--- config.mk ---
export PLATFORM = sky130hd
export DESIGN_NAME = arch_regfile
export DESIGN_NICKNAME = d
export VERILOG_FILES = /design/src/arch_regfile.sv
export VERILOG_INCLUDE_DIRS = /design/src
export SDC_FILE = /design/constraint.sdc
export NUM_CORES = 2
export LEC_CHECK = 0
export BUFFER_PORTS_ARGS = -buffer_cell sky130_fd_sc_hd__buf_4
export CORE_MARGIN = 8
export CORE_UTILIZATION = 30
export CTS_CLUSTER_SIZE = 28
export DETAILED_ROUTE_END_ITERATION = 12
export GPL_TIMING_DRIVEN = 1
export PLACE_DENSITY = 0.5
export SKIP_CTS_REPAIR_TIMING = 1
export SLEW_MARGIN = 40
export SYNTH_ARGS = -nofsm -noshare
export SYNTH_HDL_FRONTEND = slang
export SYNTH_SLANG_ARGS = --single-unit
--- constraint.sdc ---
create_clock -name clk -period 1.9 [get_ports clk]
set_clock_uncertainty 0.1 [all_clocks]
set_input_delay 0.19 -clock clk [delete_from_list [all_inputs] [get_ports clk]]
set_output_delay 0.19 -clock clk [all_outputs]
set_load 0.005 [all_outputs]
--- src/core_settings.svh ---
`ifndef CORE_SETTINGS_SVH
`define CORE_SETTINGS_SVH

// datapath and architectural state
`define CORE_XLEN      32
`define CORE_NREGS     32

// reorder buffer entries, power of two
`define CORE_ROB_DEPTH 8

// APB address map (12-bit paddr)
`define CORE_ADDR_INST     12'h000
`define CORE_ADDR_STATUS   12'h004
`define CORE_ADDR_REG_BASE 12'h100

`endif
--- src/arch_regfile.sv ---
`timescale 1ns/1ps
`default_nettype none

`include "core_settings.svh"

module arch_regfile (
   input  wire logic                  clk,
   input  wire logic                  reset,
   input  wire logic                  commit_valid,
   input  wire logic [4:0]            commit_dest,
   input  wire logic [`CORE_XLEN-1:0] commit_value,
   input  wire logic [4:0]            rs1_addr,
   input  wire logic [4:0]            rs2_addr,
   output logic      [`CORE_XLEN-1:0] rs1_data,
   output logic      [`CORE_XLEN-1:0] rs2_data,
   input  wire logic [4:0]            host_reg_addr,
   output logic      [`CORE_XLEN-1:0] host_reg_data
);

   logic [`CORE_XLEN-1:0] regs [`CORE_NREGS];

   // only in-order commit writes here, x0 stays zero
   always_ff @(posedge clk) begin
      if (reset) begin
         for (int i = 0; i < `CORE_NREGS; i++)
            regs[i] <= '0;
      end else if (commit_valid && commit_dest != 5'd0) begin
         regs[commit_dest] <= commit_value;
      end
   end

   assign rs1_data      = regs[rs1_addr];
   assign rs2_data      = regs[rs2_addr];
   assign host_reg_data = regs[host_reg_addr];

endmodule

`default_nettype wire

==> impl_metrics.py <==
metrics = {
    "cts": {
        "cts_root_buffer": "clkbuf_16",
        "ctsHtreeMaxLevel": 3,
        "clk_path_buf_depth": 3,
        "clk_pin_slew_worst_paths_ps": 60,
        "cts_made_buffers": 118,
        "cts_tree": "done",
        "cts_sinks": 1024,
    },
    "pwr": {
        "seqPwrFrac_pct": 42.8,
        "clock_power_share_pct": 38.2,
        "power.internal_mw": 45.39,
        "pwr-share-comb_pct": 19.0,
        "power.density_nw_per_um2": 768.5,
        "leakagePower_nw": 33.43,
        "ir_worst_vdd_mv": 0.7375,
        "switching_power_mw": 18.20,
        "switching_share_pct": 28.62,
    },
    "setup_path": {
        "endpoint_kind": "primary output",
        "cp-startpoint": "regs[7][9]",
        "path_class": "flop to primary output",
        "arrival_ps": 2360,
        "max_stage_delay_ps": 430,
        "slowest_stage": "edfxtp_1",
        "crit_chain": "mux2i_2, a22o_1, nor3_1, a31oi_1, nand3_1, buf_4",
        "path_buf_inv": 1,
        "crit_family": "compound AO/OA/AOI/OAI gates",
        "worstPathMaxFanout": 3,
        "critPathRequiredTime_ps": 1610,
        "crit_path_start_kind": "flop",
    },
    "global_routing": {
        "grt_antenna_before_repair": 55,
        "grt_start_max_net_pins": 41,
        "gr-total-overflow": 0,
        "grt_usage_pct": 24.36,
        "grt_pass1_wl_mm": 404.3,
        "grt_pass1_vias": 51480,
    },
    "finish": {
        "final_nets": 6312,
        "seq_area_um2": 30750,
        "fin_util_pct": 38.59,
        "synthToLayoutAreaGrowth_pct": 27.93,
        "fillers": 20420,
        "regMostFlops": "regs",
        "multi_input_area_um2": 33570,
        "drive_gt1_share_pct": 21.63,
        "largest_reg_flops": 1024,
        "final_area_um2": 82740,
        "top_regs": "regs (1024)",
    },
    "die": {
        "floorplan.die_area_um2": 230700,
        "core_um2": 214400,
        "rows": 170,
        "die_h_um": 480.3,
        "io_pins": 151,
        "die_w_um": 480.3,
        "start_util_pct": 30.16,
    },
    "sta": {
        "period_share_pct": 139.2,
        "hold_violations": 0,
        "worst_slew_pin_slew_ps": 588.9,
        "slew_violations": 0,
        "rsz0062_at_grt": "true",
        "relSlewSlack_pct": 60.74,
        "min_period_ps": 2645,
        "setup_slack_ps": -745.5,
        "fmax_mhz": 378.0,
        "timing.setup.tns_ps": -55940,
        "setup_violations": 96,
    },
    "detailed_routing": {
        "ant_nets": 0,
        "dr.pass1.iters": 8,
        "drc": 0,
        "wire_per_inst_um": 32.02,
        "drtIter0Drc": 5799,
        "vias": 52230,
        "via_per_inst": 5.670,
        "wl_mm": 294.9,
    },
    "synth": {
        "syn-instance-count": 5763,
        "synth_top_flop_cell": "edfxtp_1",
        "synthesis.area_um2": 64670,
        "synth-seq-area-share_pct": 47.54,
        "synth-seq-cells": 1024,
        "synth_area_per_cell_um2": 11.22,
        "async_reset_ff_share_pct": 0,
        "synth_edf_count": 1024,
        "ys_types": 29,
        "synth_warnings": 0,
    },
    "min_path": {
        "hold_class": "input port to flop",
        "min-delay-start": "commit_dest[4]",
    },
    "placement": {
        "io_buffer_count": 150,
        "dpl_cell_area_um2": 76230,
        "gp_congestion": 0.9122,
        "post-dp-hpwl_mm": 195.7,
    },
    "run_status": {
        "failed_checks": "setup timing",
        "status": "complete, but fails checks",
    },
    "run": {
        "max_cap_viol_count": 0,
    },
}
## logic make-up after synthesis
family | synth area share (%)
other cells | 0.005798
compound gates | 9.100
simple gates | 15.22
buf+inv | 4.361
mux | 23.77
flops | 47.54
## routing by layer
layer | track usage (%) | vias up | part of all wire (%)
met5 | 0 | - | 0.022
met4 | 12.01 | 10 | 5.6
met3 | 4.037 | 666 | 7.7
met2 | 39.10 | 2676 | 46
met1 | 31.86 | 26500 | 41
li1 | - | 22380 | -
## placed cells by master, fill, tap and decap left out, drive strengths merged
master       instances
mux2i             1536
buf                882
nand2              293
or3b                 2
nor2b                7
a21oi              288
nand3              290
nor3                96
clkinv              52
inv                  5
a22oi              288
nand2b               7
a31oi               96
dlygate4sd3         33
clkbuf             134
conb                32
or2                 34
bufinv              19
nor2                36
or3                  2
nand3b               4
a22o               192
clkinvlp             6
edfxtp            1024
and2               995
diode               20
## path summary, 6_finish.rpt
path                               end  slack [ps]  cells after the start
worst min-delay path       regs[31][4]         140                      5
worst max-delay path  host_reg_data[9]        -750                      6
## final cells by class
cell class / count / share of cell area [%]
flip-flops and latches: 1024 / 37.16
diodes: 20 / 0.06049
multi-input cells: 4198 / 40.57
clock buffers: 134 / 3.693
well taps: 2838 / 4.292
clock inverters: 82 / 1.145
repair buffers: 915 / 13.08
## synthesized netlist by cell type (8+ instances only)
master	instances	area, um2
clkbuf_4	8	60.06
buf_1	38	142.6
buf_2	139	695.7
a31oi_1	96	600.6
a22o_1	192	1682
nor2_2	9	56.30
buf_6	12	135.1
a21oi_1	288	1441
or2_2	34	212.7
edfxtp_1	1024	30750
a22oi_1	288	2162
nand2_1	293	1100
clkbuf_1	270	1013
mux2i_1	1536	15370
and2_1	995	6225
nand3_1	289	1446
nor2_1	20	75.07
buf_4	99	743.2
nor3_1	96	480.5
## stage by stage
| step | total power, mW | instances | hold slack (ps) | setup WS [ps] |
|---|---|---|---|---|
| after detailed placement | 38.69 | 8979 | 634.6 | -716.2 |
| final | 63.58 | 9211 | 136.1 | -745.5 |
| after global routing | 65.23 | 9199 | 167.1 | -788.8 |
| after floorplan | 32.78 | 5794 | 288.2 | 15.27 |
| after global placement | 38.58 | 8979 | 624.0 | -671.5 |
| after CTS | 62.92 | 9195 | -222.8 | -1137 |
## power by group through the flow
stage	Combinational [mW]	Clock, mW	Sequential [mW]
final	12.1	24.3	27.2
after CTS	11.1	24.7	27.1
after floorplan	5.51	0	27.3
after global placement	11.0	0	27.6
after global routing	12.6	25.3	27.3
after detailed placement	11.1	0	27.6
Power figures use the tool's default switching activity.
