`src/core_settings.svh`:
```
`ifndef CORE_SETTINGS_SVH
`define CORE_SETTINGS_SVH

// datapath and architectural state
`define CORE_XLEN      32
`define CORE_NREGS     32

// reorder buffer entries, power of two
`define CORE_ROB_DEPTH 8

// APB address map (12-bit paddr)
`define CORE_ADDR_INST     12'h000
`define CORE_ADDR_STATUS   12'h004
`define CORE_ADDR_REG_BASE 12'h100

`endif
```
`src/core_pkg.sv`:
```
`default_nettype none

`include "core_settings.svh"

package core_pkg;

   // major opcodes handled by the core, all others are illegal
   typedef enum logic [6:0] {
      OP     = 7'b0110011,
      OP_IMM = 7'b0010011
   } opcode_e;

   typedef enum logic [3:0] {
      ADD  = 4'd0,
      SUB  = 4'd1,
      SLL  = 4'd2,
      SLT  = 4'd3,
      SLTU = 4'd4,
      XOR  = 4'd5,
      SRL  = 4'd6,
      SRA  = 4'd7,
      OR   = 4'd8,
      AND  = 4'd9,
      MUL  = 4'd10   // low half of product
   } alu_op_e;

   // reorder buffer slot, also the rename tag
   typedef logic [$clog2(`CORE_ROB_DEPTH)-1:0] rob_tag_t;

endpackage

`default_nettype wire

```
`src/dispatch_unit.sv`:
```
`timescale 1ns/1ps
`default_nettype none

`include "core_settings.svh"

module dispatch_unit (
   input  wire logic                  clk,
   input  wire logic                  reset,
   input  wire logic                  inst_valid,
   input  wire logic [31:0]           inst,
   output logic                       dispatch_ready,
   output logic                       inst_illegal,
   output logic      [4:0]            rs1_addr,
   output logic      [4:0]            rs2_addr,
   input  wire logic [`CORE_XLEN-1:0] rs1_data,
   input  wire logic [`CORE_XLEN-1:0] rs2_data,
   output logic                       alloc_valid,
   output core_pkg::alu_op_e          alloc_op,
   output logic      [4:0]            alloc_dest,
   output logic                       src_a_ready,
   output logic      [`CORE_XLEN-1:0] src_a_value,
   output core_pkg::rob_tag_t         src_a_tag,
   output logic                       src_b_ready,
   output logic      [`CORE_XLEN-1:0] src_b_value,
   output core_pkg::rob_tag_t         src_b_tag,
   input  wire core_pkg::rob_tag_t    alloc_tag,
   input  wire logic                  rob_full,
   output core_pkg::rob_tag_t         lookup_tag_a,
   output core_pkg::rob_tag_t         lookup_tag_b,
   input  wire logic                  lookup_done_a,
   input  wire logic                  lookup_done_b,
   input  wire logic [`CORE_XLEN-1:0] lookup_value_a,
   input  wire logic [`CORE_XLEN-1:0] lookup_value_b,
   input  wire logic                  commit_valid,
   input  wire logic [4:0]            commit_dest,
   input  wire core_pkg::rob_tag_t    commit_tag
);

   localparam int XLEN = `CORE_XLEN;

   logic [6:0] funct7;
   logic [2:0] funct3;
   logic use_imm;
   logic [XLEN-1:0] imm;

   // register status table, busy means a ROB entry will write it
   logic [`CORE_NREGS-1:0] stat_busy;
   core_pkg::rob_tag_t     stat_tag [`CORE_NREGS];

   // {ready, value} from the register file or a finished ROB entry
   function automatic logic [XLEN:0] resolve(input logic busy, input logic done,
                                             input logic [XLEN-1:0] rf_val,
                                             input logic [XLEN-1:0] rob_val);
      if (!busy)
         return {1'b1, rf_val};
      if (done)
         return {1'b1, rob_val};
      return '0;
   endfunction

   assign funct7     = inst[31:25];
   assign funct3     = inst[14:12];
   assign rs1_addr   = inst[19:15];
   assign rs2_addr   = inst[24:20];
   assign alloc_dest = inst[11:7];
   assign imm        = {{(XLEN-12){inst[31]}}, inst[31:20]};

   always_comb begin
      inst_illegal = 1'b0;
      use_imm      = 1'b0;
      alloc_op     = core_pkg::ADD;
      case (inst[6:0])
         core_pkg::OP: begin
            case ({funct7, funct3})
               {7'h00, 3'd0}: alloc_op = core_pkg::ADD;
               {7'h20, 3'd0}: alloc_op = core_pkg::SUB;
               {7'h00, 3'd1}: alloc_op = core_pkg::SLL;
               {7'h00, 3'd2}: alloc_op = core_pkg::SLT;
               {7'h00, 3'd3}: alloc_op = core_pkg::SLTU;
               {7'h00, 3'd4}: alloc_op = core_pkg::XOR;
               {7'h00, 3'd5}: alloc_op = core_pkg::SRL;
               {7'h20, 3'd5}: alloc_op = core_pkg::SRA;
               {7'h00, 3'd6}: alloc_op = core_pkg::OR;
               {7'h00, 3'd7}: alloc_op = core_pkg::AND;
               {7'h01, 3'd0}: alloc_op = core_pkg::MUL;   // M extension
               default:       inst_illegal = 1'b1;
            endcase
         end
         core_pkg::OP_IMM: begin
            use_imm = 1'b1;
            case (funct3)
               3'd0: alloc_op = core_pkg::ADD;
               3'd2: alloc_op = core_pkg::SLT;
               3'd3: alloc_op = core_pkg::SLTU;
               3'd4: alloc_op = core_pkg::XOR;
               3'd6: alloc_op = core_pkg::OR;
               3'd7: alloc_op = core_pkg::AND;
               3'd1: begin
                  alloc_op     = core_pkg::SLL;
                  inst_illegal = (funct7 != 7'h00);
               end
               default: begin   // 3'd5, srli or srai
                  alloc_op     = (funct7 == 7'h20) ? core_pkg::SRA : core_pkg::SRL;
                  inst_illegal = (funct7 != 7'h00) && (funct7 != 7'h20);
               end
            endcase
         end
         default: inst_illegal = 1'b1;
      endcase
   end

   assign dispatch_ready = !rob_full;
   assign alloc_valid    = inst_valid && !rob_full;

   // rename
   assign lookup_tag_a = stat_tag[rs1_addr];
   assign lookup_tag_b = stat_tag[rs2_addr];
   assign src_a_tag    = lookup_tag_a;
   assign src_b_tag    = lookup_tag_b;
   assign {src_a_ready, src_a_value} =
      resolve(stat_busy[rs1_addr], lookup_done_a, rs1_data, lookup_value_a);
   assign {src_b_ready, src_b_value} = use_imm ? {1'b1, imm} :
      resolve(stat_busy[rs2_addr], lookup_done_b, rs2_data, lookup_value_b);

   always_ff @(posedge clk) begin
      if (reset) begin
         stat_busy <= '0;
      end else begin
         // a younger writer may already own the register
         if (commit_valid && stat_busy[commit_dest] && stat_tag[commit_dest] == commit_tag)
            stat_busy[commit_dest] <= 1'b0;
         if (alloc_valid && alloc_dest != 5'd0) begin   // x0 never busy
            stat_busy[alloc_dest] <= 1'b1;
            stat_tag[alloc_dest]  <= alloc_tag;
         end
      end
   end

endmodule

`default_nettype wire

```
`config.mk`:
```
export PLATFORM = sky130hd
export DESIGN_NAME = dispatch_unit
export DESIGN_NICKNAME = d
export VERILOG_FILES = /design/src/core_pkg.sv /design/src/dispatch_unit.sv
export VERILOG_INCLUDE_DIRS = /design/src
export SDC_FILE = /design/constraint.sdc
export NUM_CORES = 1
export LEC_CHECK = 0
export BUFFER_PORTS_ARGS = -buffer_cell sky130_fd_sc_hd__buf_4
export CAP_MARGIN = 0
export CORE_MARGIN = 8
export CORE_UTILIZATION = 35
export CTS_CLUSTER_DIAMETER = 150
export CTS_CLUSTER_SIZE = 14
export DETAILED_ROUTE_END_ITERATION = 6
export MAX_ROUTING_LAYER = met4
export PLACE_DENSITY_LB_ADDON = 0.05
export REMOVE_ABC_BUFFERS = 1
export SLEW_MARGIN = 15
export SYNTH_ARGS = -nofsm -noshare
export SYNTH_HDL_FRONTEND = slang
export SYNTH_SLANG_ARGS = --single-unit
```
`constraint.sdc`:
```
create_clock -name clk -period 3.16 [get_ports clk]
set_clock_uncertainty 0.05 [all_clocks]
set_input_delay 0 -clock clk [delete_from_list [all_inputs] [get_ports clk]]
set_output_delay 0 -clock clk [all_outputs]
set_load 0.05 [all_outputs]
```
==> impl_metrics.yaml <==
floorplan:
  rows: 60
  initial_core_util_pct: 35.3
  dieArea_um2: 32500
  die_w_um: 180
  die_h_um: 180
  ios: 278
  placeableCoreArea_um2: 26700
sta:
  period_needed_ns: 3.03
  grt_setup_unrepaired: "no"
  setup_slack_ns: 0.129
  worst_pin_slew_ns: 0.916
  hold_ws_ns: 0.0234
  setup_viol: 0
  clock.fmax_mhz: 330
  maxSlewHeadroom_pct: 38.8
  setup_tns_ns: 0
  hold_viol_final: 0
  fin_crit_sh_pct: 95.9
  slew_viol_final: 0
min_path:
  hold_end: "stat_busy[27]"
  holdPathStages: 4
  hold_class: "in -> reg"
  min_from: "commit_dest[3]"
clocking:
  cts-root-buf: "clkbuf_16"
  cts.clk_slew.worst_paths_ns: 0.06
  htreeDepth: 4
  cts_buffer_depth: 2
  cts_tree: "built"
  clock_sinks: 128
  cts-resized-gates: 0
  clkLatencyLatePin_ns: 0.43
  cts_buffers: 17
grt:
  busiest_layer: "met2"
  antenna_found_initial: 0
  met2_usage_pct: 37.3
  use_met1_pct: 29.6
  grt_util_all_layers_pct: 23.5
  grt_max_degree: 66
  grt_pass1_vias: 8168
  overflow: 0
  grt_pass1_wl_um: 56200
  met3_usage_pct: 4.40
critical_path:
  r2r_slack_ns: 0.62
  worstPathRequired_ns: 3.11
  end_kind: "output port"
  cp.arrival_ns: 2.98
  r2r-start: "stat_tag[14][2]"
  r2r_end: "stat_busy[0]"
  crit_fanout: 38
  cp-start-kind: "flip-flop"
  reg2reg_depth: 8
  path_class: "reg -> out"
routing:
  ant_nets: 0
  routedWlPerCell_um: 25.5
  via_per_inst: 5.67
  drc_errors: 0
  wirelength_um: 38100
  drt_iter0_markers: 785
  firstDrtPassIters: 6
  via_count: 8470
yosys:
  avgSynthCellArea_um2: 10.3
  synth_warnings: 0
  synth.distinct_cells: 47
  synth_area_um2: 9440
  synth-seq-cells: 128
  synthArstFlopShare_pct: 0
  synthCells: 917
  synth_edf_count: 96
  synthFlopType: "edfxtp_1"
  ys_seq_area_share_pct: 37.3
placement:
  post-place-cells: 1456
  portBuffers: 277
  place_ws_ns: 0.537
  hpwlAfterDp_um: 29400
  gp_congestion: 0.909
  placed_cell_area_um2: 11600
pwr:
  p_total_mw: 4.89
  cellLeakagePower_nw: 4.80
  pwr_density_cell_nw_per_um2: 402
  ir_drop_mv: 0.364
layout:
  num-fill-cells: 2603
  final_cell_area_um2: 12200
  layout-drive-gt1-share_pct: 40.0
  instances_no_fill: 1493
  utilization_pct: 45.5
  nets: 1317
  diodes: 0
  syn_to_final_growth_pct: 28.9
outcome:
  status: "finished clean"
flow_run:
  maxCapViolations: 0
## placed cells by master, fill, tap and decap left out, types with 5 or more instances in the layout
cell type,n
a21oi_1,90
nor4_1,8
dfxtp_1,32
clkbuf_16,17
nor3b_1,8
inv_1,7
mux2_2,6
o21ai_0,23
nand2_1,135
mux2i_1,65
o22ai_1,32
edfxtp_1,96
xor2_1,6
or4bb_1,6
nor2_1,110
nand3_1,7
inv_6,5
buf_4,291
a21oi_2,40
nor2b_1,8
mux4_2,80
o21ai_1,16
## routing by layer
layer  vias to the layer above  wire length [um]
li1                       3869                 -
met2                       402             18200
met1                      4137             16300
met5                         -                 0
met4                         0              1260
met3                        62              2390
## repair_timing
action,CTS,global route
setup endpoints to repair,0,1
hold buffers,4,0
hold endpoints to repair,97,0
buffers inserted,0,1
## critical path: stages (launching register included)
cell and delay (ns):
dfxtp_1 0.37, mux4_2 0.54, mux4_2 0.53, mux2i_4 0.30, buf_12 0.27, nor2_1 0.12
a21oi_2 0.13, a21oi_2 0.07, buf_4 0.20
## synthesized netlist by cell type, types with 7 or more instances
library cell,count,area share [%]
a21oi_1,90,4.8
a21oi_2,40,3.7
buf_1,11,0.44
buf_2,11,0.58
buf_4,23,1.8
buf_6,10,1.2
clkbuf_1,40,1.6
dfxtp_1,32,6.8
edfxtp_1,96,31
inv_1,7,0.28
mux2i_1,66,7.0
mux4_2,80,19
nand2_1,135,5.4
nand3_1,7,0.37
nor2_1,110,4.4
nor2b_1,8,0.53
nor3b_1,8,0.64
nor4_1,8,0.53
o21ai_0,23,1.2
o21ai_1,16,0.85
o22ai_1,32,2.1
## worst max path at each step
stage | startpoint | endpoint | slack (ns) | cells after the start
after floorplan | stat_busy[31] | src_a_value[10] | -1.72 | 4
after global placement | commit_dest[1] | stat_busy[0] | 0.55 | 10
after detailed placement | stat_busy[24] | src_b_value[6] | 0.54 | 8
after CTS | stat_busy[24] | src_b_value[6] | 0.08 | 8
after global routing | stat_busy[24] | src_b_value[15] | 0.05 | 8
final | stat_busy[24] | src_b_value[6] | 0.13 | 8
## cell families after synthesis
| kind of cell | count (synthesis) | synth area share (%) |
|---|---|---|
| buffers and inverters | 105 | 6.49 |
| adders and majority gates | 1 | 0.106 |
| xor gates and xnor gates | 6 | 0.557 |
| muxes | 153 | 27.0 |
| AOI/OAI and AO/OA | 208 | 13.3 |
| other | 1 | 0.0397 |
| DFF | 128 | 37.3 |
| and+or+nand+nor | 315 | 15.2 |
## power breakdown
group / switching, mW / internal [mW]
logic: 0.712 / 0.463
registers: 0.0104 / 1.82
clock network: 0.794 / 1.09
## final cells by class
type / count / area, um^2 / area share [%]
Multi-Input combinational cell: 686 / 5320 / 43.8
Sequential cell: 128 / 3520 / 29.0
Timing Repair Buffer: 299 / 2300 / 18.9
Clock buffer: 18 / 429 / 3.53
Tap cell: 341 / 427 / 3.51
Clock inverter: 14 / 134 / 1.10
Inverter: 7 / 26.3 / 0.216
## sequential cells by signal, summed over array words and instances, names as in the netlist
name / flops
stat_tag: 96
stat_busy: 32
(Power assumes the default switching activity.)
