$ cat config.mk
export PLATFORM = sky130hd
export DESIGN_NAME = apb_inst_port
export DESIGN_NICKNAME = d
export VERILOG_FILES = /design/src/apb_inst_port.sv
export VERILOG_INCLUDE_DIRS = /design/src
export SDC_FILE = /design/constraint.sdc
export NUM_CORES = 1
export LEC_CHECK = 0
export BUFFER_PORTS_ARGS = -buffer_cell sky130_fd_sc_hd__buf_2
export CAP_MARGIN = 5
export CORE_ASPECT_RATIO = 1.1
export CORE_UTILIZATION = 31
export DETAILED_ROUTE_END_ITERATION = 6
export PLACE_DENSITY = 0.88
export REMOVE_ABC_BUFFERS = 1
export SKIP_LAST_GASP = 1
export SYNTH_ARGS = -nofsm -noshare
export SYNTH_HDL_FRONTEND = slang
export SYNTH_SLANG_ARGS = --single-unit
$ cat constraint.sdc
create_clock -name clk -period 0.93 [get_ports clk]
set_input_delay 0.093 -clock clk [delete_from_list [all_inputs] [get_ports clk]]
set_output_delay 0.093 -clock clk [all_outputs]
set_load 0.005 [all_outputs]
$ cat src/core_settings.svh
`ifndef CORE_SETTINGS_SVH
`define CORE_SETTINGS_SVH

// datapath and architectural state
`define CORE_XLEN      32
`define CORE_NREGS     32

// reorder buffer entries, power of two
`define CORE_ROB_DEPTH 8

// APB address map (12-bit paddr)
`define CORE_ADDR_INST     12'h000
`define CORE_ADDR_STATUS   12'h004
`define CORE_ADDR_REG_BASE 12'h100

`endif
$ cat src/apb_inst_port.sv
`timescale 1ns/1ps
`default_nettype none

`include "core_settings.svh"

module apb_inst_port (
   input  wire logic                  clk,
   input  wire logic                  reset,
   input  wire logic                  psel,
   input  wire logic                  penable,
   input  wire logic                  pwrite,
   input  wire logic [11:0]           paddr,
   input  wire logic [31:0]           pwdata,
   output logic      [31:0]           prdata,
   output logic                       pready,
   output logic                       pslverr,
   output logic                       inst_valid,
   output logic      [31:0]           inst,
   input  wire logic                  dispatch_ready,
   input  wire logic                  inst_illegal,
   input  wire logic                  rob_empty,
   output logic      [4:0]            host_reg_addr,
   input  wire logic [`CORE_XLEN-1:0] host_reg_data
);

   logic setup;
   logic access;
   logic inst_wr;
   logic reg_hit;
   logic [11:0] reg_off;

   assign setup   = psel && !penable;
   assign access  = psel && penable;
   assign inst_wr = access && pwrite && (paddr == `CORE_ADDR_INST);

   assign inst       = pwdata;
   assign inst_valid = inst_wr && !inst_illegal;
   assign pslverr    = inst_wr && inst_illegal;   // rejected, nothing dispatched
   // only instruction writes can stall
   assign pready     = access && (!inst_wr || dispatch_ready || inst_illegal);

   assign reg_off       = paddr - `CORE_ADDR_REG_BASE;
   assign host_reg_addr = reg_off[6:2];
   assign reg_hit       = (paddr >= `CORE_ADDR_REG_BASE) &&
                          (paddr < `CORE_ADDR_REG_BASE + 12'(4 * `CORE_NREGS));

   // read data captured in setup so it is ready in the first access cycle
   always_ff @(posedge clk) begin
      if (reset) begin
         prdata <= '0;
      end else if (setup && !pwrite) begin
         if (paddr == `CORE_ADDR_STATUS)
            prdata <= {31'd0, rob_empty};   // bit 0 idle
         else if (reg_hit)
            prdata <= host_reg_data;
         else
            prdata <= '0;
      end
   end

endmodule

`default_nettype wire

==> impl_results.md, run 1 <==
* Status: finished with violations
* Violated checks: setup timing
* Worst-path clk slew at 0.07 ns
* Slew @ Worst Pin at 0.259 ns
* Die Y at 72.8 um
* Layout area overhead at 52.2%
* Total Wirelength at 4450 um
* CTS sink count at 32
* Pre-antenna DRT Iters at 3
* Synth Register Bits at 32
* Final Skew at 0 ns
* Vias in the first global route at 1177
* Die W at 66.3 um
* Final worst-path cycle share at 1.28
* Leakage power total at 1.13 nW
* Routability cong. at 0.679
* DRC at 0
* Initial core utilization at 0.325
* GR Overflow Total at 0
* Most common cell after layout, fill and taps aside: buf_2
* Worst skew pair latency at 0.28 ns
* # IOs at 156
* RSZ-0062 raised after global routing: yes
* Critical Path Sink Type: output port
* Final worst slack at -0.261 ns
* Seq/Total Area, Yosys at 0.454
* Ranking of synthesized cells by area: dfxtp_1 45%, buf_4 20%, a22o_2 18%, a22o_1 3.7%, buf_6 3.2%
* Largest Register: prdata
* Max Slew Vio Count at 0
* CTS tree: done
* Tightest Hold Check Type: in2reg
* CTS Buf Count at 5
* Nets at 279
* Clock Tree Buf Depth at 2
* Worst Hold Launch: host_reg_data[12]
* IO buf count at 91
* R2r worst-path depth at 1
* Number of synthesis warnings at 0
* Yosys cell types at 20
* Via density at 4.89
* CP Launch Type: input pin
* Root Buffer: clkbuf_8
* Fin util at 0.494
* Peak supply drop at 0.000497 V
* Initial DRC count at 38
* # diodes at 0
* GRT Util Overall at 0.176
* EDFF count, synth at 0
* Final hold viol count at 0
* End of the critical path: pready
* Number of flip-flops in the largest register at 32
* DR WL met3 at 719 um
* Post-route ant nets at 0
* Main flop type after synthesis: dfxtp_1
* Pin count of the biggest net entering global routing at 18
* R2R Path End: prdata[6]
* Reg2reg start: prdata[6]
* Avg Inst Size Synth at 11.3 um^2
* Yosys top cell area share at 0.454
* DP Wirelength at 3130 um
* Die area at 4830 um^2
* Biggest regs: prdata: 32 flops
* WL met1 at 1760 um
* Netlist Area Pre-Place at 1410 um^2
* Via count at 1222
* Asr flop ratio synth at 0
* Min Tclk post-route at 1.19 ns
* Final setup fails at 34
* Most frequent cells in the layout: 89 x buf_2, 32 x dfxtp_1, 25 x a22o_4
* Syn Inst Count at 125
* Initial antenna violation count at 0
* Kind of critical path: in2out
* Leading area contributor after synthesis: dfxtp_1
* Max FO, Critical Path at 2
* Critical Path Start: paddr[11]
* Reg-to-reg setup timing slack at 0.26 ns
* Pwr/cell area at 1390 nW/um^2
* Crit path arrival time at 1.10 ns
* Critical Path RT at 0.84 ns
* Top Layer Used: met4
* Routed WL per cell at 17.8 um
* Setup TNS at -3.86 ns
* Met2 wire length at 1920 um
* Core area at 4350 um^2
* Layout cell share with drive strength beyond 1 at 0.750
* Max Fclk at 0.840 GHz
* H-tree levels at 2
* Global-route wire length before repair at 6000 um
* FP Rows at 25
* Slew headroom at 0.825
* Maxcap violations at 0
## per-layer routing
layer,vias to the layer above,track usage
li1,562,-
met1,547,0.206
met2,107,0.234
met3,6,0.142
met4,0,0.0567
met5,-,0.0568
## critical path, stage by stage
cell and delay (ns):
buf_6 0.10, nor4_4 0.30, nand4_1 0.17, o311a_1 0.31, buf_2 0.12
## cell type report
class                      instances  area [um^2]
clock inverter                     3         42.5
clock buffer                       5         68.8
timing repair buffer             107          669
multi-input combinational         49          659
fill                             392         2200
tap                               54         67.6
sequential                        32          641
## kinds of logic after synthesis
family                 Yosys count  synth area share
buffers and inverters           44             0.237
DFF                             32             0.454
AOI/OAI and AO/OA               34             0.232
and+or+nand+nor                 15            0.0771
## synthesized netlist by cell type, types with 2 or more instances
library cell   n
dfxtp_1       32
a22o_1         6
nor2_1         3
buf_6          4
nand4_1        2
a22o_2        25
buf_4         37
clkbuf_1       3
nor4_1         2
## power breakdown
group | switching, mW | internal, mW | total, mW
Sequential | 0.00263 | 1.37 | 1.38
Combinational | 0.136 | 0.153 | 0.289
Clock | 0.522 | 0.792 | 1.31
## repair_timing
action | CTS | global route
hold buffers | 1 | 0
hold endpoints to repair | 1 | 0
pin swaps | 4 | 7
setup buffers | 4 | 1
gates cloned | 2 | 0
resized for setup | 22 | 23
setup endpoints to repair | 34 | 35
## stage by stage
stage	hold WS (ns)	setup slack [ns]	std cells	instance area [um^2]	power, mW
3_3_place_gp	0.186	-0.326	236	1700	1.64
2_1_floorplan	0.166	-0.663	81	1080	1.45
5_1_grt	0.00245	-0.342	250	2150	3.14
3_5_place_dp	0.186	-0.341	236	1700	1.64
6_report	0.0179	-0.261	250	2150	2.98
4_1_cts	0.00471	-0.262	251	2020	3.00
## worst min-delay path by stage
stage | end | slack, ns | cells past startpoint
6_report | prdata[12] | 0.02 | 2
5_1_grt | prdata[31] | 0.002 | 2
4_1_cts | prdata[10] | 0.005 | 2
3_5_place_dp | inst[12] | 0.19 | 0
3_3_place_gp | inst[12] | 0.19 | 0
2_1_floorplan | prdata[0] | 0.17 | 1
No activity file was read; power rests on OpenSTA's default activity.
==> inputs of run 2 (changes only) <==
CORE_UTILIZATION = 32   (was 31)
CTS_BUF_LIST = sky130_fd_sc_hd__clkbuf_2   (was not set)
PLACE_DENSITY = 0.9   (was 0.88)
REMOVE_ABC_BUFFERS = not set   (was 1)
==> impl_results.md, run 2 (synthesized netlist as in run 1, its figures left out) <==
* Layout area overhead at 78.5%
* CP Buf/Inv Count at 2
* Nets at 323
* CTS sink count at 32
* Max FO, Critical Path at 2
* Max Slew Vio Count at 0
* Worst-path clk slew at 0.16 ns
* Initial core utilization at 0.346
* GRT Util Overall at 0.176
* Most common cell after layout, fill and taps aside: buf_2
* Setup TNS at -1.07 ns
* Fillers at 312
* Reg2reg start: prdata[14]
* CTS tree: done
* Layout cell share with drive strength beyond 1 at 0.792
* Worst Hold Launch: paddr[6]
* Post-route ant nets at 0
* Placement Setup Slack at -0.358 ns
* DRC at 0
* Violated checks: setup timing
* Tightest Hold Check Type: in2reg
* Pwr/cell area at 1080 nW/um^2
* Critical-path cell list: buf_2, nor4_4, nand4_1, o311a_1, buf_2
* CP Launch Type: input pin
* Slew headroom at 0.838
* R2R Path End: prdata[14]
* Initial antenna violation count at 0
* DP Wirelength at 2400 um
* Via count at 1372
* Status: finished with violations
* Max Fclk at 0.869 GHz
* Routed WL per cell at 15.4 um
* Post-CTS Hold Buffers at 33
* Total Wirelength at 4500 um
* Kind of critical path: in2out
* Fin util at 0.617
* Core area at 4080 um^2
* Vias in the first global route at 1362
* Global-route wire length before repair at 6260 um
* Cells on Worst Hold Path at 4
* Reg-to-reg setup timing slack at 0.05 ns
* RSZ-0062 raised after global routing: yes
* Initial DRC count at 42
* Final worst-path cycle share at 1.24
* IO buf count at 91
* Final Skew at 0 ns
* Worst skew pair latency at 0.36 ns
* H-tree levels at 2
* Final setup fails at 24
* CP top delay family: simple AND/OR/NAND/NOR gates
* Die Y at 71.7 um
* Slew @ Worst Pin at 0.240 ns
* Die area at 4680 um^2
* Critical Path Max Stage Delay at 0.30 ns
* Clock Tree Buf Depth at 2
* Die W at 65.3 um
* R2r worst-path depth at 3
* Final hold viol count at 0
* Routability cong. at 0.750
* CTS Buf Count at 5
* Root Buffer: clkbuf_2
* Critical Path RT at 0.84 ns
* FP Rows at 24
* Maxcap violations at 0
* Biggest regs: prdata: 32 flops
* Slowest library cell on the worst path: o311a_1
* Leakage power total at 1.23 nW
* Peak supply drop at 0.000499 V
* # IOs at 156
* Pin count of the biggest net entering global routing at 29
* GR Overflow Total at 0
* Critical Path Sink Type: output port
* Min Tclk post-route at 1.15 ns
* Syn nets at 209
* Largest Register: prdata
* Most common cell on crit path: buf_2
* Number of flip-flops in the largest register at 32
* WHS Endpoint: prdata[0]
* Crit path arrival time at 1.06 ns
* Via density at 4.70
* # diodes at 0
* Final worst slack at -0.220 ns
* Most frequent cells in the layout: 71 x buf_2, 33 x dlygate4sd3_1, 32 x dfxtp_2
* Pre-antenna DRT Iters at 4
-- run 2: cell count changes in the layout (fill, tap and decap cells not counted), sizes merged --
| cell | delta |
|---|---|
| dlygate4sd3 | +32 |
| clkbuf | +2 |
| buf | +10 |
-- run 2: through the flow --
step	hold slack, ns	instances	cell area, um^2	total power, mW
5_1_grt	-0.000335	292	2520	2.85
6_report	0.0361	292	2520	2.73
3_3_place_gp	0.186	233	1710	1.64
3_5_place_dp	0.186	233	1710	1.64
2_1_floorplan	0.166	125	1420	1.58
4_1_cts	0.0419	280	2260	2.72
-- run 2: worst max path at each step --
stage	from	end	slack, ns	cells past startpoint
6_report	paddr[8]	pready	-0.22	5
5_1_grt	paddr[8]	pready	-0.29	5
4_1_cts	paddr[9]	inst_valid	-0.24	6
3_5_place_dp	paddr[7]	prdata[14]	-0.36	5
3_3_place_gp	paddr[7]	prdata[29]	-0.35	5
2_1_floorplan	paddr[7]	prdata[11]	-0.08	5
-- run 2: area by class of cell --
cell class / count / area, um^2 / area share
timing repair buffer: 151 / 1190 / 0.472
multi-input combinational: 49 / 515 / 0.205
clock buffer: 5 / 25.0 / 0.00994
clock inverter: 3 / 42.5 / 0.0169
sequential: 32 / 681 / 0.270
tap: 52 / 65.1 / 0.0258
-- run 2: worst register-to-register path, delay by kind of cell (launching register included) --
kind	cells	cell delay, ns
flops	1	0.38
buf+inv	2	0.25
compound gates	1	0.19
-- run 2: where the power goes --
| group | switching (mW) | leakage [nW] | internal (mW) |
|---|---|---|---|
| Clock | 0.510 | 0.0390 | 0.450 |
| Combinational | 0.145 | 0.912 | 0.247 |
| Sequential | 0.00354 | 0.274 | 1.38 |
| Total | 0.659 | 1.23 | 2.07 |
-- run 2: per-layer routing --
layer  wire length [um]  GRT usage  up-vias
met1               1720      0.175      632
met2               2390      0.318       72
met5                  0          0        -
li1                   -          -      645
met3                273     0.0589       23
met4                124     0.0918        0
-- run 2: timing repair --
item,CTS,global route
gates cloned,0,3
hold endpoints to repair,32,1
endpoints found under the setup margin,35,54
setup buffers,6,9
pin swaps,3,4
gates resized for setup,40,25
