==> src/core_settings.svh <==
`ifndef CORE_SETTINGS_SVH
`define CORE_SETTINGS_SVH

// datapath and architectural state
`define CORE_XLEN      32
`define CORE_NREGS     32

// reorder buffer entries, power of two
`define CORE_ROB_DEPTH 8

// APB address map (12-bit paddr)
`define CORE_ADDR_INST     12'h000
`define CORE_ADDR_STATUS   12'h004
`define CORE_ADDR_REG_BASE 12'h100

`endif
==> src/core_pkg.sv <==
`default_nettype none

`include "core_settings.svh"

package core_pkg;

   // major opcodes handled by the core, all others are illegal
   typedef enum logic [6:0] {
      OP     = 7'b0110011,
      OP_IMM = 7'b0010011
   } opcode_e;

   typedef enum logic [3:0] {
      ADD  = 4'd0,
      SUB  = 4'd1,
      SLL  = 4'd2,
      SLT  = 4'd3,
      SLTU = 4'd4,
      XOR  = 4'd5,
      SRL  = 4'd6,
      SRA  = 4'd7,
      OR   = 4'd8,
      AND  = 4'd9,
      MUL  = 4'd10   // low half of product
   } alu_op_e;

   // reorder buffer slot, also the rename tag
   typedef logic [$clog2(`CORE_ROB_DEPTH)-1:0] rob_tag_t;

endpackage

`default_nettype wire

==> src/seq_multiplier.sv <==
`timescale 1ns/1ps
`default_nettype none

`include "core_settings.svh"

module seq_multiplier (
   input  wire logic                  clk,
   input  wire logic                  reset,
   input  wire logic                  mul_start,
   input  wire logic [`CORE_XLEN-1:0] mul_a,
   input  wire logic [`CORE_XLEN-1:0] mul_b,
   input  wire core_pkg::rob_tag_t    mul_tag_in,
   output logic                       mul_busy,
   output logic                       mul_done,
   output logic      [`CORE_XLEN-1:0] mul_result,
   output core_pkg::rob_tag_t         mul_tag_out
);

   localparam int XLEN = `CORE_XLEN;
   localparam int SW   = $clog2(XLEN);

   typedef enum logic [1:0] {IDLE, RUN, DONE} state_e;

   state_e             state;
   logic [SW-1:0]      step;
   logic [XLEN-1:0]    mcand, mplier, acc;
   core_pkg::rob_tag_t tag;

   assign mul_busy    = (state != IDLE);
   assign mul_done    = (state == DONE);   // one cycle pulse
   assign mul_result  = acc;
   assign mul_tag_out = tag;

   always_ff @(posedge clk) begin
      if (reset) begin
         state <= IDLE;
         step  <= '0;
      end else begin
         case (state)
            IDLE: begin
               if (mul_start) begin
                  state  <= RUN;
                  step   <= '0;
                  acc    <= '0;
                  mcand  <= mul_a;
                  mplier <= mul_b;
                  tag    <= mul_tag_in;
               end
            end
            RUN: begin   // one multiplier bit per cycle
               if (mplier[0])
                  acc <= acc + mcand;
               mcand  <= mcand << 1;
               mplier <= mplier >> 1;
               step   <= step + 1'b1;
               if (step == SW'(XLEN - 1))
                  state <= DONE;
            end
            default: state <= IDLE;
         endcase
      end
   end

endmodule

`default_nettype wire

==> config.mk <==
export PLATFORM = sky130hd
export DESIGN_NAME = seq_multiplier
export DESIGN_NICKNAME = d
export VERILOG_FILES = /design/src/core_pkg.sv /design/src/seq_multiplier.sv
export VERILOG_INCLUDE_DIRS = /design/src
export SDC_FILE = /design/constraint.sdc
export NUM_CORES = 1
export LEC_CHECK = 0
export BUFFER_PORTS_ARGS = -buffer_cell sky130_fd_sc_hd__buf_2
export CORE_UTILIZATION = 57
export CTS_CLUSTER_DIAMETER = 80
export DETAILED_ROUTE_END_ITERATION = 16
export PLACE_DENSITY = 0.9
export SKIP_CTS_REPAIR_TIMING = 1
export SYNTH_ARGS = -nofsm -noshare
export SYNTH_HDL_FRONTEND = slang
export SYNTH_SLANG_ARGS = --single-unit
==> constraint.sdc <==
create_clock -name clk -period 7.4 [get_ports clk]
set_input_delay 0.37 -clock clk [delete_from_list [all_inputs] [get_ports clk]]
set_output_delay 0.37 -clock clk [all_outputs]
set_load 0.005 [all_outputs]
==> results.md, run 1 <==
- Clock edge transition at the registers on the reported setup and hold paths: 100 ps
- Number of sinks driven by the clock tree: 106
- First DRT Iteration DRCs: 282
- Insertion delay of the later-clocked pin in the worst-skew pair: 390 ps
- Detailed-route DRC error count: 0
- Worst hold path class: in2reg
- Count of filler cells inserted in the layout: 830
- First-pass GRT wire length: 22220 um
- Routed wire per std cell: 15.43 um
- Total inserted antenna cells: 0
- Layout Cells excl Fill: 876
- Die width: roughly 100 um
- Per-cell via count in the routed design: 5.721
- Pre-CTS setup slack: roughly 4700 ps
- Dpl cells: 860
- Synth top area share: 0.4920
- Type of destination of the critical path: flip-flop
- Vertical die dimension: approximately 100 um
- Pint: roughly 1100 uW
- Combined global-route utilization of all metal layers: 0.2534
- Detailed placement HPWL: between 9000 and 10000 um
- Gate Count Post-Synth: roughly 640
- Number of levels in the clock H-tree: 3
- Final Setup Violations: 0
- Cell types occupying the most area after synthesis: edfxtp_1 49%, nand2_1 14%, ha_1 6.8%
- Top fanout value on the critical path: 4
- Final Max Tran Viols: 0
- Portion of the clock cycle consumed by the worst path in the final layout: 0.3627
- Clock tree from TritonCTS: built
- Peak ir drop on the vdd network: about 0.16 mV
- Critical Path RT: 7500 ps
- Post-synthesis instance area: ~6000 um^2
- Maximum number of pins on one net before global-route repair: 98
- Critical Path Max Stage Delay: between 400 and 500 ps
- Via count: 5012
- Clock buffer count from CTS: 9
- Startpoint type of the worst setup path: flip-flop
- Final hold violation count: 0
- Cell at the root of the clock tree: clkbuf_8
- Power spent charging and discharging nets: between 500 and 600 uW
- Minimum clock period: 2684 ps
- Share of power burned in combinational logic: 0.278
- Average cell area after synthesis: 9.397 um^2
- Slew Limit Headroom: 0.3087
- Worst slew pin tran: 1037 ps
- Run status: finished clean
- Most common cell on crit path: a21oi_1
- Number of buffers on the longest clock path: 2
- Part of the power in registers: 0.484
- Critical Setup Path Class: reg2reg
- CP arrival: 2780 ps
- Die Footprint: 11020 um^2
- Main synth FF type: edfxtp_1
- Antenna-violating nets left: 0
- Timing-limited maximum frequency: 372.6 MHz
- GRT Residual Overflow: 0
- Cell-by-cell trace of the critical path: ha_1 > fa_1 > a21o_1 > a31o_2 > nand2_1 > o21ai_1 > a21oi_1 > or3_1 > a21oi_1
- Setup slack of the critical path after layout: about 4700 ps
- Standby leakage power: 0.003036 uW
- Antenna violations before repair: 0
- Number of global-route vias before repair: 4826
- Clock share of power: 0.238
- Worst path slowest cell: fa_1
- Total negative slack: 0 ps
- Share of synthesized flip-flops with an asynchronous set or reset: 0
- Starting Density: 0.5879
- Power density over the cells: 228.0 nW/um^2
- Number of distinct library cell variants in the gate-level netlist after synthesis: 60
- Synth-to-layout area growth: 13.65%
- Number of warnings issued by yosys: 0
- Post-synthesis register bit count: 106
- Seq/Total Area, Yosys: 0.5152
- Final worst clock skew: 16.19 ps
- Sw Ratio: 0.3242
- Placeable Area: between 10000 and 15000 um^2
- Total detailed-routing wirelength: 13520 um
- Top-level I/O count: roughly 110
- Number of maximum-capacitance constraint violations: 0
- Mapped Nets: 747
- Share of layout cells above drive strength 1: 0.1919
- Number of enable-type register cells in the synthesized netlist: 99
- RSZ-0062 raised after global routing: no
- Number of nets in the final layout: 839
- Routability-driven placement congestion ratio: 0.9425
- Number of core rows: 37
- Post-synthesis cell type with the largest combined area: edfxtp_1
- Count of buffers from port buffering: 106
- Number of iterations in the first detailed-routing pass: 5
worst max-delay path: cells and delay by family (launching register included):
kind,cells,cell delay (ps)
compound gates,5,990
fa+ha+maj,2,700
flops,1,420
simple gates,2,290
cell usage after synthesis, types with 2 or more instances:
| library cell | n |
|---|---|
| nand2_1 | 223 |
| edfxtp_1 | 99 |
| nor2_1 | 45 |
| a21oi_1 | 40 |
| ha_1 | 33 |
| clkbuf_1 | 22 |
| nand3_1 | 14 |
| o21ai_0 | 13 |
| a21o_1 | 12 |
| xor2_1 | 11 |
| nor3_1 | 10 |
| inv_1 | 8 |
| nand4_1 | 8 |
| xnor2_1 | 8 |
| dfxtp_1 | 7 |
| o21ai_1 | 6 |
| nor2b_1 | 5 |
| nor3b_1 | 5 |
| o21a_1 | 5 |
| o21bai_1 | 5 |
| a22oi_1 | 4 |
| and2_1 | 4 |
| o211ai_1 | 4 |
| or2_2 | 4 |
| buf_2 | 3 |
| mux2i_1 | 3 |
| a211o_1 | 2 |
| a211oi_1 | 2 |
| a21oi_2 | 2 |
| a31oi_1 | 2 |
| buf_4 | 2 |
| nand2b_1 | 2 |
| o31ai_1 | 2 |
| or3_1 | 2 |
power by group through the flow:
stage	Clock [uW]	Sequential (uW)	Combinational, uW
2_1_floorplan	0	769	313
3_3_place_gp	0	769	412
3_5_place_dp	0	772	429
4_1_cts	381	759	432
5_1_grt	398	764	483
6_report	372	758	435
cells by family (layout without fill, tap and decap cells):
kind of cell / Yosys count / count (layout) / share of synthesized area
and+or+nand+nor: 329 / 329 / 0.2286
AOI/OAI and AO/OA: 115 / 115 / 0.1259
DFF: 106 / 106 / 0.5152
buffers and inverters: 36 / 133 / 0.02423
adders and majority gates: 34 / 34 / 0.07165
xor gates and xnor gates: 19 / 19 / 0.02754
muxes: 4 / 4 / 0.006834
cell type report:
class / instances / area, um^2 / share of cell area
timing repair buffer: 109 / 553.0 / 0.08054
inverter: 8 / 30.03 / 0.004373
multi-input combinational: 501 / 2803 / 0.4082
clock inverter: 7 / 73.82 / 0.01075
tap: 136 / 170.2 / 0.02478
clock buffer: 9 / 123.9 / 0.01804
sequential: 106 / 3113 / 0.4534
flip-flops by register name (all words and copies together) (netlist names):
| register | flops |
|---|---|
| mcand | 32 |
| mul_result | 32 |
| state | 2 |
| mul_tag_out | 3 |
| mplier | 32 |
| step | 5 |
layout by cell type (no fill, tap or decap), types with 6 or more instances in the layout:
cell type  instances
nand2_1          223
buf_2            106
edfxtp_1          99
nor2_1            45
a21oi_1           40
ha_1              33
nand3_1           14
o21ai_0           13
a21o_1            12
xor2_1            11
nor3_1             9
clkbuf_8           9
nand4_1            8
inv_1              8
xnor2_1            8
dfxtp_1            7
o21ai_1            6
metal layers:
layer / vias up / wire [um] / GRT usage
li1: 2438 / - / -
met2: 185 / 6593 / 0.4366
met5: - / 0 / 0
met1: 2356 / 5785 / 0.3089
met3: 33 / 816 / 0.05552
met4: 0 / 325 / 0.1016
path summary, 6_finish.rpt:
path	from	to	slack, ps	cells after the start
min	mul_tag_in[1]	mul_tag_out[1]$_DFFE_PP_	150	1
max	mul_result[0]$_SDFFCE_PN0P_	mul_result[22]$_SDFFCE_PN0P_	4720	9
max reg2reg	mul_result[0]$_SDFFCE_PN0P_	mul_result[22]$_SDFFCE_PN0P_	4720	9
min reg2reg	mplier[3]$_DFFE_PP_	mplier[2]$_DFFE_PP_	520	2
stage by stage:
stage / power (uW) / hold WS [ps] / utilization / instance area [um^2]
after global placement: 1181 / 486.2 / 0.6489 / 6669
final: 1566 / 152.6 / 0.6681 / 6867
after global routing: 1646 / 131.6 / 0.6681 / 6867
after CTS: 1571 / 135.0 / 0.6681 / 6867
after floorplan: 1083 / 468.9 / - / 6042
after detailed placement: 1201 / 499.6 / 0.6489 / 6669
Power figures use the tool's default switching activity.
==> run 2, diff against run 1 <==
--- a/config.mk
+++ b/config.mk
@@ -6,11 +6,12 @@
 export SDC_FILE = /design/constraint.sdc
 export NUM_CORES = 1
 export LEC_CHECK = 0
+export ABC_AREA = 1
 export BUFFER_PORTS_ARGS = -buffer_cell sky130_fd_sc_hd__buf_2
-export CORE_UTILIZATION = 57
+export CORE_UTILIZATION = 58
 export CTS_CLUSTER_DIAMETER = 80
 export DETAILED_ROUTE_END_ITERATION = 16
-export PLACE_DENSITY = 0.9
+export PLACE_DENSITY = 0.91
 export SKIP_CTS_REPAIR_TIMING = 1
 export SYNTH_ARGS = -nofsm -noshare
 export SYNTH_HDL_FRONTEND = slang
==> constraint.sdc (replaced) <==
create_clock -name clk -period 2.7 [get_ports clk]
set_input_delay 0.135 -clock clk [delete_from_list [all_inputs] [get_ports clk]]
set_output_delay 0.135 -clock clk [all_outputs]
set_load 0.005 [all_outputs]
==> run 2 against run 1 <==
Against the previous run: sequential cell count did not move; largest power group unchanged; maximum frequency rose by 19%; routed wire length is 19% higher; sequential share of layout area shrank 4.5 points; first-iteration DRC count rose by 34%; count of clock-buffer cells in the layout is 1 higher.
==> results.md, run 2 <==
- Number of levels in the clock H-tree: 3
- Run status: finished clean
- Routability-driven placement congestion ratio: between 0.9 and 1
- Area of combinational cells with multiple inputs: 3009 um^2
- Total area of sequential cells: 3113 um^2
- Synth top cells by count: 396 x nand2_1, 115 x inv_1, 99 x edfxtp_1, 67 x nor2_1, 42 x a21oi_1
- Clock tree from TritonCTS: built
- Worst slew pin tran: 965.0 ps
- Final hold violation count: 0
- Total inserted antenna cells: 0
- Pre-CTS setup slack: 489.7 ps
- Top fanout value on the critical path: 4
- Critical Path RT: 2830 ps
- Logic depth of the worst register-to-register path: 10
- Number of iterations in the first detailed-routing pass: 5
- Gate Count Post-Synth: 883
- Number of enable-type register cells in the synthesized netlist: 99
- Antenna violations before repair: 0
- Number of sinks driven by the clock tree: 106
- Die Footprint: 11910 um^2
- Power density over the cells: 615.7 nW/um^2
- Startpoint type of the worst setup path: flip-flop
- Count of buffers from port buffering: roughly 110
- GRT Residual Overflow: 0
- Top-level I/O count: about 110
- Setup slack of the critical path after layout: 450.1 ps
- Number of maximum-capacitance constraint violations: 0
- Total design power: 4699 uW
- Vertical die dimension: 109.1 um
- Detailed placement HPWL: ~11000 um
- Mapped Nets: between 900 and 1000
- Synth top area share: 0.4468
- Starting Density: 0.6032
- Total detailed-routing wirelength: ~16000 um
- Detailed-route DRC error count: 0
- Share of synthesized flip-flops with an asynchronous set or reset: 0
- Share of layout cells above drive strength 1: 0.1611
- Number of buffers on the longest clock path: 2
- Final Setup Violations: 0
- Number of distinct library cell variants in the gate-level netlist after synthesis: 34
- Routed wire per std cell: 14.16 um
- Met3 wire length: around 920 um
- Seq/Total Area, Yosys: 0.4678
- RSZ-0062 raised after global routing: no
- Number of nets in the final layout: roughly 1100
- Worst hold margin: between 40 and 50 ps
- First-pass GRT wire length: between 20000 and 30000 um
- Final Max Tran Viols: 0
- Standby leakage power: around 0.0039 uW
- First DRT Iteration DRCs: 379
- Maximum number of pins on one net before global-route repair: 97
- Clock edge transition at the registers on the reported setup and hold paths: ~80 ps
- Number of core rows: 38
- Most common cell after layout, fill and taps aside: nand2_1
- Critical Setup Path Class: reg2reg
- Minimum clock period: 2250 ps
- Peak ir drop on the vdd network: 0.5626 mV
- Insertion delay of the later-clocked pin in the worst-skew pair: 370 ps
- Highest metal used: met4
- Post-synthesis register bit count: 106
- Placeable Area: 11030 um^2
- Via count: just under 6000
- Cell at the root of the clock tree: clkbuf_16
- Die width: roughly 110 um
- Antenna-violating nets left: 0
- Portion of the clock cycle consumed by the worst path in the final layout: 0.8333
- Post-synthesis cell type with the largest combined area: edfxtp_1
- Post-synthesis instance area: 6654 um^2
- Average cell area after synthesis: 7.536 um^2
- Type of destination of the critical path: flip-flop
- M1 wire length: 7082 um
- Number of warnings issued by yosys: 0
- Per-cell via count in the routed design: 5.162
- Timing-limited maximum frequency: 444.5 MHz
- Main synth FF type: edfxtp_1
- Library cell with the highest instance count after synthesis: nand2_1
- Met2 layer wire length in the routed design: 7750 um
- Total negative slack: 0 ps
- Hold Crit Depth: 3
- Cell types occupying the most area after synthesis: edfxtp_1 45%, nand2_1 22%, inv_1 6.5%
- Synth-to-layout area growth: 14.70%
- Count of filler cells inserted in the layout: 911
- CP arrival: 2380 ps
- Slew Limit Headroom: 0.3567
- Combined global-route utilization of all metal layers: 0.2857
- Leading cell types in the layout, fill and taps excluded: 396 x nand2_1, 115 x inv_1, 106 x buf_2
- Worst hold path class: in2reg
- Final worst clock skew: 13.54 ps
- Clock buffer count from CTS: 9
- Number of global-route vias before repair: ~5500
## run 2: metal layers
layer / vias to the layer above / GRT usage
met5: - / 0
met4: 0 / 0.09363
met3: 27 / 0.05140
met2: 207 / 0.4879
met1: 2611 / 0.3655
li1: 3004 / -
## run 2: metrics by stage
stage / util / cell area, um^2 / std cells
floorplan: - / 6669 / 883
global placement: 0.6633 / 7317 / 1114
detailed placement: 0.6633 / 7317 / 1114
CTS: 0.6892 / 7602 / 1130
global route: 0.6919 / 7632 / 1133
finish: 0.6919 / 7632 / 1133
## run 2: final cells by class
cell class / count / area share
inverter: 121 / 0.05951
timing repair buffer: 112 / 0.07803
clock inverter: 6 / 0.007377
multi-input combinational: 638 / 0.3943
clock buffer: 10 / 0.03000
tap: 140 / 0.02295
sequential: 106 / 0.4079
## run 2: power by group
| group | switching (uW) | internal [uW] | total (uW) |
|---|---|---|---|
| Combinational | 873 | 438 | 1310 |
| Sequential | 75.9 | 2010 | 2080 |
| Clock | 656 | 650 | 1310 |
| Total | 1600 | 3090 | 4700 |
## run 2: logic make-up (layout without fill, tap and decap cells)
family | Yosys count | count (layout) | share of synthesized area
compound gates | 70 | 70 | 0.05867
xor+xnor | 2 | 2 | 0.002633
fa+ha+maj | 34 | 34 | 0.06506
buf+inv | 139 | 249 | 0.08217
flops | 106 | 106 | 0.4678
simple gates | 532 | 532 | 0.3236
## run 2: path summary, 6_finish.rpt
check,start,end,slack [ps]
max,mcand[0]$_SDFFCE_PP0P_,mul_result[24]$_SDFFCE_PN0P_,450
min,mul_a[6],mcand[6]$_DFFE_PP_,40
max reg2reg,mcand[0]$_SDFFCE_PP0P_,mul_result[24]$_SDFFCE_PN0P_,450
min reg2reg,mplier[31]$_SDFFCE_PP0P_,mplier[30]$_DFFE_PP_,510
## run 2: critical path, cell delays in order (launching register included)
cell	delay [ps]
edfxtp_1	410
ha_1	250
fa_1	470
nand3_1	120
nand3_1	130
nand2_1	100
nand2_1	140
nand3_1	150
nand4_1	100
nand2_1	80
nor2_1	50
